[src/isq_cfg.svh]
`ifndef ISQ_CFG_SVH
`define ISQ_CFG_SVH

// Queue depth in entries
`define ISQ_SIZE 8

// Dispatch lanes, writeback ports and ALU banks share this width
`define ISQ_DISPATCH_WIDTH 2

// Physical register tag width
`define ISQ_PREG_AW 6

// ROB index width
`define ISQ_ROB_AW 5

// Operand data width
`define ISQ_DATA_W 32

// Opaque ALU command width
`define ISQ_ALU_CMD_W 4

`endif

[src/isq_pkg.sv]
`default_nettype none

`include "isq_cfg.svh"

package isq_pkg;

  typedef logic [`ISQ_PREG_AW-1:0]                preg_t;
  typedef logic [`ISQ_ROB_AW-1:0]                 rob_t;
  typedef logic [`ISQ_DATA_W-1:0]                 data_t;     // Low bits hold a tag while op2 waits
  typedef logic [`ISQ_ALU_CMD_W-1:0]              alu_cmd_t;
  typedef logic [$clog2(`ISQ_DISPATCH_WIDTH)-1:0] bank_t;
  typedef logic [$clog2(`ISQ_SIZE)-1:0]           isq_idx_t;
  typedef logic [`ISQ_SIZE-1:0]                   isq_mask_t; // One bit per entry

  typedef struct packed {
    logic     en;
    alu_cmd_t alu_cmd;
    logic     op1_valid;
    preg_t    op1;
    logic     op2_valid;
    logic     op2_is_imm;
    data_t    op2;
    preg_t    phys_rd;
    bank_t    bank;                                            // Target ALU bank
    rob_t     rob;
  } dispatch_t;

  typedef struct packed {
    logic  valid;
    preg_t phys_rd;
    data_t data;
  } wb_t;

  typedef struct packed {
    logic     valid;
    alu_cmd_t alu_cmd;
    preg_t    op1;
    logic     op2_is_imm;
    data_t    op2;
    preg_t    phys_rd;
    rob_t     rob;
  } issue_t;

  // Stored micro-op, dispatch fields without en
  typedef struct packed {
    logic     busy;
    alu_cmd_t alu_cmd;
    logic     op1_valid;
    preg_t    op1;
    logic     op2_valid;
    logic     op2_is_imm;
    data_t    op2;
    preg_t    phys_rd;
    bank_t    bank;
    rob_t     rob;
  } isq_entry_t;

endpackage

`default_nettype wire

[src/isq_free_list.sv]
`default_nettype none
`timescale 1ns/1ps

`include "isq_cfg.svh"

module isq_free_list (
  input  wire                            clk,
  input  wire                            rst_n,
  input  wire isq_pkg::isq_mask_t        busy,
  input  wire [`ISQ_DISPATCH_WIDTH-1:0]  dispatch_en,
  output logic [`ISQ_DISPATCH_WIDTH-1:0] grant_valid,
  output isq_pkg::isq_idx_t              grant_idx [`ISQ_DISPATCH_WIDTH],
  output logic                           full
);

  isq_pkg::isq_mask_t              free;
  logic [$clog2(`ISQ_SIZE+1)-1:0]  free_cnt;

  always_comb begin
    free = ~busy;
    free_cnt = '0;
    for (int i = 0; i < `ISQ_SIZE; i++) begin
      free_cnt += free[i];
    end
    full = (free_cnt < `ISQ_DISPATCH_WIDTH);  // Needs room for a full dispatch group
  end

  // Lowest free slot goes to the first enabled lane and the next one to the following lane
  always_comb begin
    isq_pkg::isq_mask_t avail;
    avail = free;
    grant_valid = '0;
    for (int l = 0; l < `ISQ_DISPATCH_WIDTH; l++) begin
      grant_idx[l] = '0;
      for (int i = `ISQ_SIZE - 1; i >= 0; i--) begin
        if (avail[i]) begin
          grant_idx[l] = isq_pkg::isq_idx_t'(i);
        end
      end
      if (dispatch_en[l] && !full) begin
        grant_valid[l] = 1'b1;
        avail[grant_idx[l]] = 1'b0;
      end
    end
  end

endmodule

`default_nettype wire

[src/isq_storage.sv]
`default_nettype none
`timescale 1ns/1ps

`include "isq_cfg.svh"

module isq_storage (
  input  wire                           clk,
  input  wire                           rst_n,
  input  wire isq_pkg::dispatch_t       dispatch [`ISQ_DISPATCH_WIDTH],
  input  wire [`ISQ_DISPATCH_WIDTH-1:0] grant_valid,
  input  wire isq_pkg::isq_idx_t        grant_idx [`ISQ_DISPATCH_WIDTH],
  input  wire isq_pkg::wb_t             wb [`ISQ_DISPATCH_WIDTH],
  input  wire isq_pkg::isq_mask_t       release_mask,
  output isq_pkg::isq_entry_t           entries [`ISQ_SIZE],
  output isq_pkg::isq_mask_t            ready,
  output isq_pkg::isq_mask_t            older [`ISQ_SIZE]
);

  isq_pkg::isq_mask_t  busy_q;
  isq_pkg::isq_entry_t slot_q [`ISQ_SIZE];
  isq_pkg::isq_mask_t  older_q [`ISQ_SIZE];              // Bit j set when slot j is older
  isq_pkg::isq_entry_t incoming [`ISQ_DISPATCH_WIDTH];
  isq_pkg::isq_mask_t  lane_older [`ISQ_DISPATCH_WIDTH];
  isq_pkg::isq_mask_t  alloc_mask;
  isq_pkg::isq_mask_t  staying;

  // Applies every valid writeback port to one entry
  function automatic isq_pkg::isq_entry_t wake(
    input isq_pkg::isq_entry_t e,
    input isq_pkg::wb_t        w [`ISQ_DISPATCH_WIDTH]
  );
    isq_pkg::isq_entry_t r;
    r = e;
    for (int p = 0; p < `ISQ_DISPATCH_WIDTH; p++) begin
      if (w[p].valid) begin
        if (!r.op1_valid && r.op1 == w[p].phys_rd) begin
          r.op1_valid = 1'b1;
        end
        if (!r.op2_valid && !r.op2_is_imm && r.op2[`ISQ_PREG_AW-1:0] == w[p].phys_rd) begin
          r.op2_valid = 1'b1;
          r.op2 = w[p].data;                           // Tag replaced by the value
        end
      end
    end
    return r;
  endfunction

  // Dispatch lanes see the same broadcast as the stored entries
  always_comb begin
    for (int l = 0; l < `ISQ_DISPATCH_WIDTH; l++) begin
      incoming[l].busy       = 1'b1;
      incoming[l].alu_cmd    = dispatch[l].alu_cmd;
      incoming[l].op1_valid  = dispatch[l].op1_valid;
      incoming[l].op1        = dispatch[l].op1;
      incoming[l].op2_valid  = dispatch[l].op2_valid;
      incoming[l].op2_is_imm = dispatch[l].op2_is_imm;
      incoming[l].op2        = dispatch[l].op2;
      incoming[l].phys_rd    = dispatch[l].phys_rd;
      incoming[l].bank       = dispatch[l].bank;
      incoming[l].rob        = dispatch[l].rob;
      incoming[l] = wake(incoming[l], wb);
    end
  end

  always_comb begin
    staying = busy_q & ~release_mask;
    alloc_mask = '0;
    for (int l = 0; l < `ISQ_DISPATCH_WIDTH; l++) begin
      lane_older[l] = staying | alloc_mask;           // Earlier lanes count as older
      if (grant_valid[l]) begin
        alloc_mask[grant_idx[l]] = 1'b1;
      end
    end
  end

  always_ff @(posedge clk or negedge rst_n) begin
    if (!rst_n) begin
      busy_q <= '0;
    end else begin
      busy_q <= staying | alloc_mask;
    end
  end

  always_ff @(posedge clk) begin
    for (int i = 0; i < `ISQ_SIZE; i++) begin
      if (busy_q[i]) begin
        slot_q[i] <= wake(slot_q[i], wb);
      end
    end
    for (int l = 0; l < `ISQ_DISPATCH_WIDTH; l++) begin
      if (grant_valid[l]) begin
        slot_q[grant_idx[l]] <= incoming[l];
      end
    end
  end

  // New slots are younger than everything, so their column is cleared in all rows
  always_ff @(posedge clk) begin
    for (int i = 0; i < `ISQ_SIZE; i++) begin
      older_q[i] <= older_q[i] & ~alloc_mask;
    end
    for (int l = 0; l < `ISQ_DISPATCH_WIDTH; l++) begin
      if (grant_valid[l]) begin
        older_q[grant_idx[l]] <= lane_older[l];
      end
    end
  end

  always_comb begin
    for (int i = 0; i < `ISQ_SIZE; i++) begin
      entries[i]      = slot_q[i];
      entries[i].busy = busy_q[i];
      ready[i]        = busy_q[i] && slot_q[i].op1_valid && slot_q[i].op2_valid;
      older[i]        = older_q[i];
    end
  end

endmodule

`default_nettype wire

[src/isq_select.sv]
`default_nettype none
`timescale 1ns/1ps

`include "isq_cfg.svh"

module isq_select (
  input  wire isq_pkg::isq_mask_t        ready,
  input  wire isq_pkg::isq_entry_t       entries [`ISQ_SIZE],
  input  wire isq_pkg::isq_mask_t        older [`ISQ_SIZE],
  output logic [`ISQ_DISPATCH_WIDTH-1:0] pick_valid,
  output isq_pkg::isq_idx_t              pick_idx [`ISQ_DISPATCH_WIDTH]
);

  isq_pkg::isq_mask_t bank_ready [`ISQ_DISPATCH_WIDTH];  // Ready entries steered to a bank
  isq_pkg::isq_mask_t oldest [`ISQ_DISPATCH_WIDTH];

  always_comb begin
    for (int b = 0; b < `ISQ_DISPATCH_WIDTH; b++) begin
      for (int i = 0; i < `ISQ_SIZE; i++) begin
        bank_ready[b][i] = ready[i] && (entries[i].bank == isq_pkg::bank_t'(b));
      end
    end
  end

  // At most one bit survives per bank since the age matrix is a total order
  always_comb begin
    for (int b = 0; b < `ISQ_DISPATCH_WIDTH; b++) begin
      for (int i = 0; i < `ISQ_SIZE; i++) begin
        oldest[b][i] = bank_ready[b][i] && !(|(older[i] & bank_ready[b]));
      end
    end
  end

  always_comb begin
    for (int b = 0; b < `ISQ_DISPATCH_WIDTH; b++) begin
      pick_valid[b] = |oldest[b];
      pick_idx[b] = '0;
      for (int i = 0; i < `ISQ_SIZE; i++) begin
        if (oldest[b][i]) begin
          pick_idx[b] = isq_pkg::isq_idx_t'(i);
        end
      end
    end
  end

endmodule

`default_nettype wire

[src/issue_queue.sv]
`default_nettype none
`timescale 1ns/1ps

`include "isq_cfg.svh"

module issue_queue (
  input  wire                     clk,
  input  wire                     rst_n,
  input  wire isq_pkg::dispatch_t dispatch [`ISQ_DISPATCH_WIDTH],
  output logic                    full,
  input  wire isq_pkg::wb_t       wb [`ISQ_DISPATCH_WIDTH],
  output isq_pkg::issue_t         issue [`ISQ_DISPATCH_WIDTH]
);

  logic [`ISQ_DISPATCH_WIDTH-1:0] dispatch_en;
  logic [`ISQ_DISPATCH_WIDTH-1:0] grant_valid;
  logic [`ISQ_DISPATCH_WIDTH-1:0] pick_valid;
  logic [`ISQ_DISPATCH_WIDTH-1:0] issue_valid_q;
  isq_pkg::isq_idx_t              grant_idx [`ISQ_DISPATCH_WIDTH];
  isq_pkg::isq_idx_t              pick_idx [`ISQ_DISPATCH_WIDTH];
  isq_pkg::issue_t                picked [`ISQ_DISPATCH_WIDTH];
  isq_pkg::issue_t                issue_q [`ISQ_DISPATCH_WIDTH];
  isq_pkg::isq_mask_t             busy;
  isq_pkg::isq_mask_t             ready;
  isq_pkg::isq_mask_t             release_mask;
  isq_pkg::isq_entry_t            entries [`ISQ_SIZE];
  isq_pkg::isq_mask_t             older [`ISQ_SIZE];

  always_comb begin
    for (int l = 0; l < `ISQ_DISPATCH_WIDTH; l++) begin
      dispatch_en[l] = dispatch[l].en;
    end
    for (int i = 0; i < `ISQ_SIZE; i++) begin
      busy[i] = entries[i].busy;
    end
  end

  isq_free_list u_free_list (
    .clk         (clk),
    .rst_n       (rst_n),
    .busy        (busy),
    .dispatch_en (dispatch_en),
    .grant_valid (grant_valid),
    .grant_idx   (grant_idx),
    .full        (full)
  );

  isq_storage u_storage (
    .clk          (clk),
    .rst_n        (rst_n),
    .dispatch     (dispatch),
    .grant_valid  (grant_valid),
    .grant_idx    (grant_idx),
    .wb           (wb),
    .release_mask (release_mask),
    .entries      (entries),
    .ready        (ready),
    .older        (older)
  );

  isq_select u_select (
    .ready      (ready),
    .entries    (entries),
    .older      (older),
    .pick_valid (pick_valid),
    .pick_idx   (pick_idx)
  );

  // Picked entries leave the queue at the same edge they move into issue
  always_comb begin
    release_mask = '0;
    for (int b = 0; b < `ISQ_DISPATCH_WIDTH; b++) begin
      picked[b].valid      = 1'b1;
      picked[b].alu_cmd    = entries[pick_idx[b]].alu_cmd;
      picked[b].op1        = entries[pick_idx[b]].op1;
      picked[b].op2_is_imm = entries[pick_idx[b]].op2_is_imm;
      picked[b].op2        = entries[pick_idx[b]].op2;
      picked[b].phys_rd    = entries[pick_idx[b]].phys_rd;
      picked[b].rob        = entries[pick_idx[b]].rob;
      if (pick_valid[b]) begin
        release_mask[pick_idx[b]] = 1'b1;
      end
    end
  end

  always_ff @(posedge clk or negedge rst_n) begin
    if (!rst_n) begin
      issue_valid_q <= '0;
    end else begin
      issue_valid_q <= pick_valid;  // One cycle per issued micro-op
    end
  end

  always_ff @(posedge clk) begin
    for (int b = 0; b < `ISQ_DISPATCH_WIDTH; b++) begin
      if (pick_valid[b]) begin
        issue_q[b] <= picked[b];
      end
    end
  end

  always_comb begin
    for (int b = 0; b < `ISQ_DISPATCH_WIDTH; b++) begin
      issue[b]       = issue_q[b];
      issue[b].valid = issue_valid_q[b];
    end
  end

endmodule

`default_nettype wire

[config.mk]
export PLATFORM = sky130hd
export DESIGN_NAME = issue_queue
export DESIGN_NICKNAME = d
export VERILOG_FILES = /design/src/isq_pkg.sv /design/src/isq_free_list.sv /design/src/isq_storage.sv /design/src/isq_select.sv /design/src/issue_queue.sv
export VERILOG_INCLUDE_DIRS = /design/src
export SDC_FILE = /design/constraint.sdc
export NUM_CORES = 2
export LEC_CHECK = 0
export BUFFER_PORTS_ARGS = -buffer_cell sky130_fd_sc_hd__buf_2
export CAP_MARGIN = 20
export CELL_PAD_IN_SITES_DETAIL_PLACEMENT = 1
export CELL_PAD_IN_SITES_GLOBAL_PLACEMENT = 2
export CORE_MARGIN = 10
export CORE_UTILIZATION = 37
export CTS_BUF_LIST = sky130_fd_sc_hd__clkbuf_4 sky130_fd_sc_hd__clkbuf_8
export DETAILED_ROUTE_END_ITERATION = 12
export GPL_TIMING_DRIVEN = 0
export HOLD_SLACK_MARGIN = 0.05
export MAX_ROUTING_LAYER = met4
export PLACE_DENSITY_LB_ADDON = 0.1
export SLEW_MARGIN = 15
export SYNTH_ARGS = -nofsm -noshare
export SYNTH_HDL_FRONTEND = slang
export SYNTH_SLANG_ARGS = --single-unit
[constraint.sdc]
create_clock -name clk -period 5.82 [get_ports clk]
set_input_delay 1.164 -clock clk [delete_from_list [all_inputs] [get_ports clk]]
set_output_delay 1.164 -clock clk [all_outputs]
set_load 0.03 [all_outputs]
Yosys cells after proc, flatten, opt, wreduce, memory -nomap -nowiden
Memories as Yosys holds them, arrays and structs flattened.
Index checks and enable logic that the tools add are counted.
- $lt $le $gt $ge: 11
- reductions and logical operators: 199
- bitwise operators: 44
- eq/ne operators: 40
- add/sub/neg operators: 7
- muxes and demuxes: 243
- operators with widths (cell ; count):
    32-bit two-way mux ; 56
    58-bit binary-select mux with 3-bit select ; 2
    6-bit == test ; 40
    57-bit two-way mux ; 4
    8-bit bitwise AND ; 26
    1-bit two-way mux ; 144
    8-bit OR reduction ; 18
    1-bit logical AND ; 114
    3-bit two-way mux ; 28
    1-bit zero test ; 67
    8-bit two-way mux ; 5
    8-bit NOT ; 4
    8-bit OR ; 4
    4-bit by 1-bit adder with 4-bit output ; 6
    3-bit by 4-bit < comparator with 1-bit output, second input constant ; 4
    1-bit demux with 3-bit select ; 4
    3-bit by 1-bit >= comparator with 1-bit output, second input constant ; 4
    4-bit >= comparator, second input constant ; 2
    1-bit NOT ; 8
    3-bit NOT with 4-bit output ; 2
    4-bit by 2-bit < comparator with 1-bit output, second input constant ; 1
    1-bit by 1-bit adder with 2-bit output ; 1
- memories: 3
- RAM bits: 636
- input bits: 196
- logic and storage cells: 549
- register bits after elaboration: 10
- memory list (memory ; words ; bits a word ; rd ports ; clocked after memory_dff ; wr ports ; line ; RTL):
    u_storage.slot_q ; 8 ; 58 ; 8 ; 0 ; 10 ; isq_storage.sv:20 ; isq_pkg::isq_entry_t slot_q [`ISQ_SIZE];
    issue_q ; 2 ; 54 ; 2 ; 0 ; 2 ; issue_queue.sv:22 ; isq_pkg::issue_t issue_q [`ISQ_DISPATCH_WIDTH];
    u_storage.older_q ; 8 ; 8 ; 8 ; 0 ; 10 ; isq_storage.sv:21 ; isq_pkg::isq_mask_t older_q [`ISQ_SIZE];

Logic depth before layout (Yosys ltp)
- word-level depth: 32
- mapped depth: 24
- gate-level depth less buffers: 20

Modules after synthesis
From an unflattened synthesis, not the netlist that was laid out.
- cell total of the unflattened synthesis: 4388
- area total of the unflattened synthesis: 46661.0 µm²
- modules (own cells, without submodules) (module ; seq. area each (µm²) ; area an instance (µm²) ; cells each ; times used):
    isq_storage ; 15174.6 ; 35109.9 ; 3626 ; 1
    issue_queue ; 3293.2 ; 9894.5 ; 514 ; 1
    isq_select ; 0.0 ; 1146.1 ; 181 ; 1
    isq_free_list ; 0.0 ; 510.5 ; 67 ; 1

Least setup slack after synthesis
Ideal clock, no wire load.
- kind: reg-to-reg
- start: reg u_storage.busy_q[1]
- end: mem u_storage.slot_q[6][12] (netlist name) (enable)
- arrival: 5.561 ns
- library setup time: 0.492 ns
- buffers on the path: 4
- clock period less this slack: 6.053 ns
- cell stages (with the launch flop): 23
- setup slack: -0.233 ns
- cells stage by stage: dfrtp_1 > buf_4 > inv_1 > ha_1 > fa_1 > inv_1 > fa_1 > inv_1 > ha_1 > nor2b_1 > nor2_1 > fa_1 > nor2b_1 > a21bo_1 > a21o_1 > buf_4 > or3_1 > buf_2 > a21oi_4 > o311ai_2 > a21oi_2 > buf_2 > nand2_1
- RTL lines (element ; line ; RTL):
    start, declared ; isq_storage.sv:19 ; isq_pkg::isq_mask_t busy_q;
    start signal, assigned ; isq_storage.sv:80 ; busy_q <= staying | alloc_mask;
    end, declared ; isq_storage.sv:20 ;

==> impl_metrics.toml <==
[outcome]
outcome = "finished with violations"
failed_checks = "setup timing"

[placed_design]
gp_congestion = 1.02
placed_area_um2 = 47100
dpl.hpwl_um = 189000
dp_cells = 6167
portBuffers = 196

[clocking]
holdBufCountCts = 0
cts_buffers = 132
clk_pin_slew_worst_paths_ns = 0.07
cts_tree = "built"
cts_buffer_depth = 3
clk_latency_ns = 0.89
root_buffer = "clkbuf_8"
cts.sinks = 638
h-tree-depth = 4

[worst_setup_path]
crit_arrival_ns = 6.40
cp.required_ns = 6.35
start_kind = "flip-flop"
r2r_start = "u_storage.slot_q[2][45]"
r2r_setup_slack_ns = -0.05
crit_path_end_kind = "flip-flop"
path_class = "reg2reg"
path_max_fanout = 10
r2r-end = "issue_q[0][65]"
worstRegToRegCells = 12

[global_routing]
antenna_found_initial = 26
grt_usage = 0.409
grt_pass1_vias = 44300
overflow = 0
grt_first_pass_wirelength_um = 369000
grt_max_degree = 39

[drt]
drt-vias-per-instance = 7.15
drtAntennaViolNets = 0
drc = 0
drt-total-wl_um = 274000
first_iter_violations = 7493
drt-pass1-iter-count = 9
wl_per_cell_um = 42.2
num_vias = 46400

[die]
ios = 307
start_util = 0.374
fp.dieH_um = 363
core_um2 = 117000
row_count = 125
fp.dieW_um = 363
fp.dieArea_um2 = 132000

[sta]
final.period_utilization = 1.01
max_freq_mhz = 170
maxSlewViolCount = 0
finalHoldViolCount = 0
maxSlewHeadroom = 0.136
worst_hold_slack_ns = 0.137
worst_slew_pin_slew_ns = 1.29
setup_ws_ns = -0.0462
setup_viol = 1
rsz0062_at_grt = "yes"
layout_min_cycle_time_ns = 5.87
fin_skew_ns = 0.0449

[pwr]
leakagePower_nw = 18.5
power_mw = 39.2
max-vdd-ir-drop_mv = 0.652
power-per-cell-area_nw_per_um2 = 762

[final_layout]
fin_cells = 6496
final_nets = 5044
drive_gt1_frac = 0.184
area_growth_pct = 18.2
final_area_um2 = 51500
final_cell_mix = "edfxtp_1 (564), mux2i_1 (381), nand2_1 (372)"
final_common_cell = "edfxtp_1"
num-fill-cells = 13200

[synthesis]
synth_cell_types = 109
ys_seq_elements = 638
ys_seq_area_frac = 0.424
yosys_warnings = 0
synth-edff-count = 564
netlist_instances = 4415
synth_top_cell_area_share = 0.389
synth.avg_cell_area_um2 = 9.87
synth.cell_area_um2 = 43600
yosys-top-cells-area = "edfxtp_1 (39%), mux2i_1 (8.8%), o211ai_1 (4.7%), a22oi_1 (4.3%), nand2_1 (3.3%)"
synthesis.nets = 4618
synth_area_leader_cell = "edfxtp_1"
synthFlopType = "edfxtp_1"
async_reset_ff_frac = 0.0157

[min_path]
worstHoldPathType = "in2async"

[flow_run]
maxCapViolCount = 0
[registers in the layout, indices dropped and copies added (netlist names)]
signal and flops:
u_storage.slot_q 456, issue_q 108, u_storage.older_q 64, u_storage.busy_q 8
issue_valid_q 2
[critical path, cell delays in order (launching register included)]
cell and delay, ns:
edfxtp_1 0.57, and4_1 0.27, buf_2 0.22, a22oi_1 0.26, nand4_1 0.12, a211oi_1 0.84, a21o_1 0.27, a21oi_2 0.10
o21ai_2 0.61, buf_6 0.26, clkbuf_1 0.92, a221oi_1 0.22, o21ai_0 0.83
[repair_timing]
item	CTS	global route
resized for setup	265	79
gates cloned	12	1
pin swaps	18	10
setup buffers	34	19
endpoints found under the setup margin	951	820
[metal layers]
metal	GRT usage	vias to the layer above	routed length, um
met5	-	-	0
met2	0.564	3673	113000
li1	-	18300	-
met1	0.528	23700	109000
met3	0.137	780	36500
met4	0.203	0	15800
[logic make-up (layout without fill, tap and decap cells)]
kind of cell / count (synthesis) / in the layout / share of synthesized area
buffers and inverters: 563 / 1080 / 0.0559
adder cells (fa/ha/maj): 9 / 9 / 0.00299
AND/OR/NAND/NOR: 945 / 951 / 0.107
XOR/XNOR: 240 / 240 / 0.0482
flip-flops: 638 / 638 / 0.424
other: 0 / 34 / 0
AO/OA/AOI/OAI: 1633 / 1633 / 0.273
multiplexers: 387 / 387 / 0.0890
[Yosys cell counts (8+ instances only)]
library cell	count
a211oi_1	78
o22ai_1	35
a31oi_1	11
a22o_1	161
inv_1	25
or2_2	8
or3_1	8
nor4_1	39
buf_6	12
buf_2	106
nand2_1	383
nor2_1	151
mux2i_1	383
o21ai_0	263
xor2_1	113
a32oi_1	103
edfxtp_1	564
o31ai_1	43
o22a_1	54
clkbuf_1	337
and4_1	11
buf_4	21
xnor2_1	127
a221o_1	12
and4b_1	12
o211ai_1	272
and3_1	11
o221ai_1	12
buf_1	44
a22oi_1	250
nor3_1	25
dfrtp_1	10
dfxtp_1	64
clkbuf_2	18
a221oi_1	109
a21oi_2	9
nor2b_1	8
nand4_1	36
o21ai_1	73
and2_1	108
nand3_1	88
a222oi_1	11
a21oi_1	89
[per-stage QoR]
step / util / setup slack (ns) / TNS, ns
2_1_floorplan: - / 0.0204 / 0
3_3_place_gp: 0.399 / -2.93 / -1434.53
3_5_place_dp: 0.405 / -1.52 / -907.49
4_1_cts: 0.438 / 0.00661 / 0
5_1_grt: 0.442 / -0.0510 / -0.703
6_report: 0.442 / -0.0462 / -0.0462
[power by group]
group / leakage, nW / switching (mW) / internal [mW]
combinational: 11.0 / 16.3 / 7.42
sequential: 6.17 / 1.82 / 8.72
clock: 1.37 / 2.39 / 2.64
total: 18.5 / 20.5 / 18.8
[worst max-delay path by stage]
stage | from | end | slack [ns] | cells after the start
floorplan | u_storage.busy_q[1] | u_storage.slot_q[3][0] | 0.02 | 21
global placement | u_storage.busy_q[1] | u_storage.slot_q[1][20] | -2.93 | 19
detailed placement | u_storage.busy_q[1] | u_storage.slot_q[3][8] | -1.52 | 21
CTS | u_storage.busy_q[1] | u_storage.slot_q[1][27] | 0.007 | 20
global route | u_storage.busy_q[1] | u_storage.slot_q[5][34] | -0.05 | 22
finish | u_storage.slot_q[2][45] | issue_q[0][65] | -0.05 | 12
[final cells by class]
| class | count | area [um2] | area share |
|---|---|---|---|
| clock inverters | 42 | 298 | 0.00578 |
| plain buffers | 535 | 2800 | 0.0543 |
| repair buffers | 289 | 2180 | 0.0424 |
| multi-input cells | 3220 | 23300 | 0.453 |
| clock buffers | 189 | 2300 | 0.0447 |
| flip-flops and latches | 638 | 18500 | 0.359 |
| inverters | 25 | 140 | 0.00272 |
| well taps | 1524 | 1910 | 0.0370 |
| diodes | 34 | 85.1 | 0.00165 |
(Power assumes the default switching activity.)
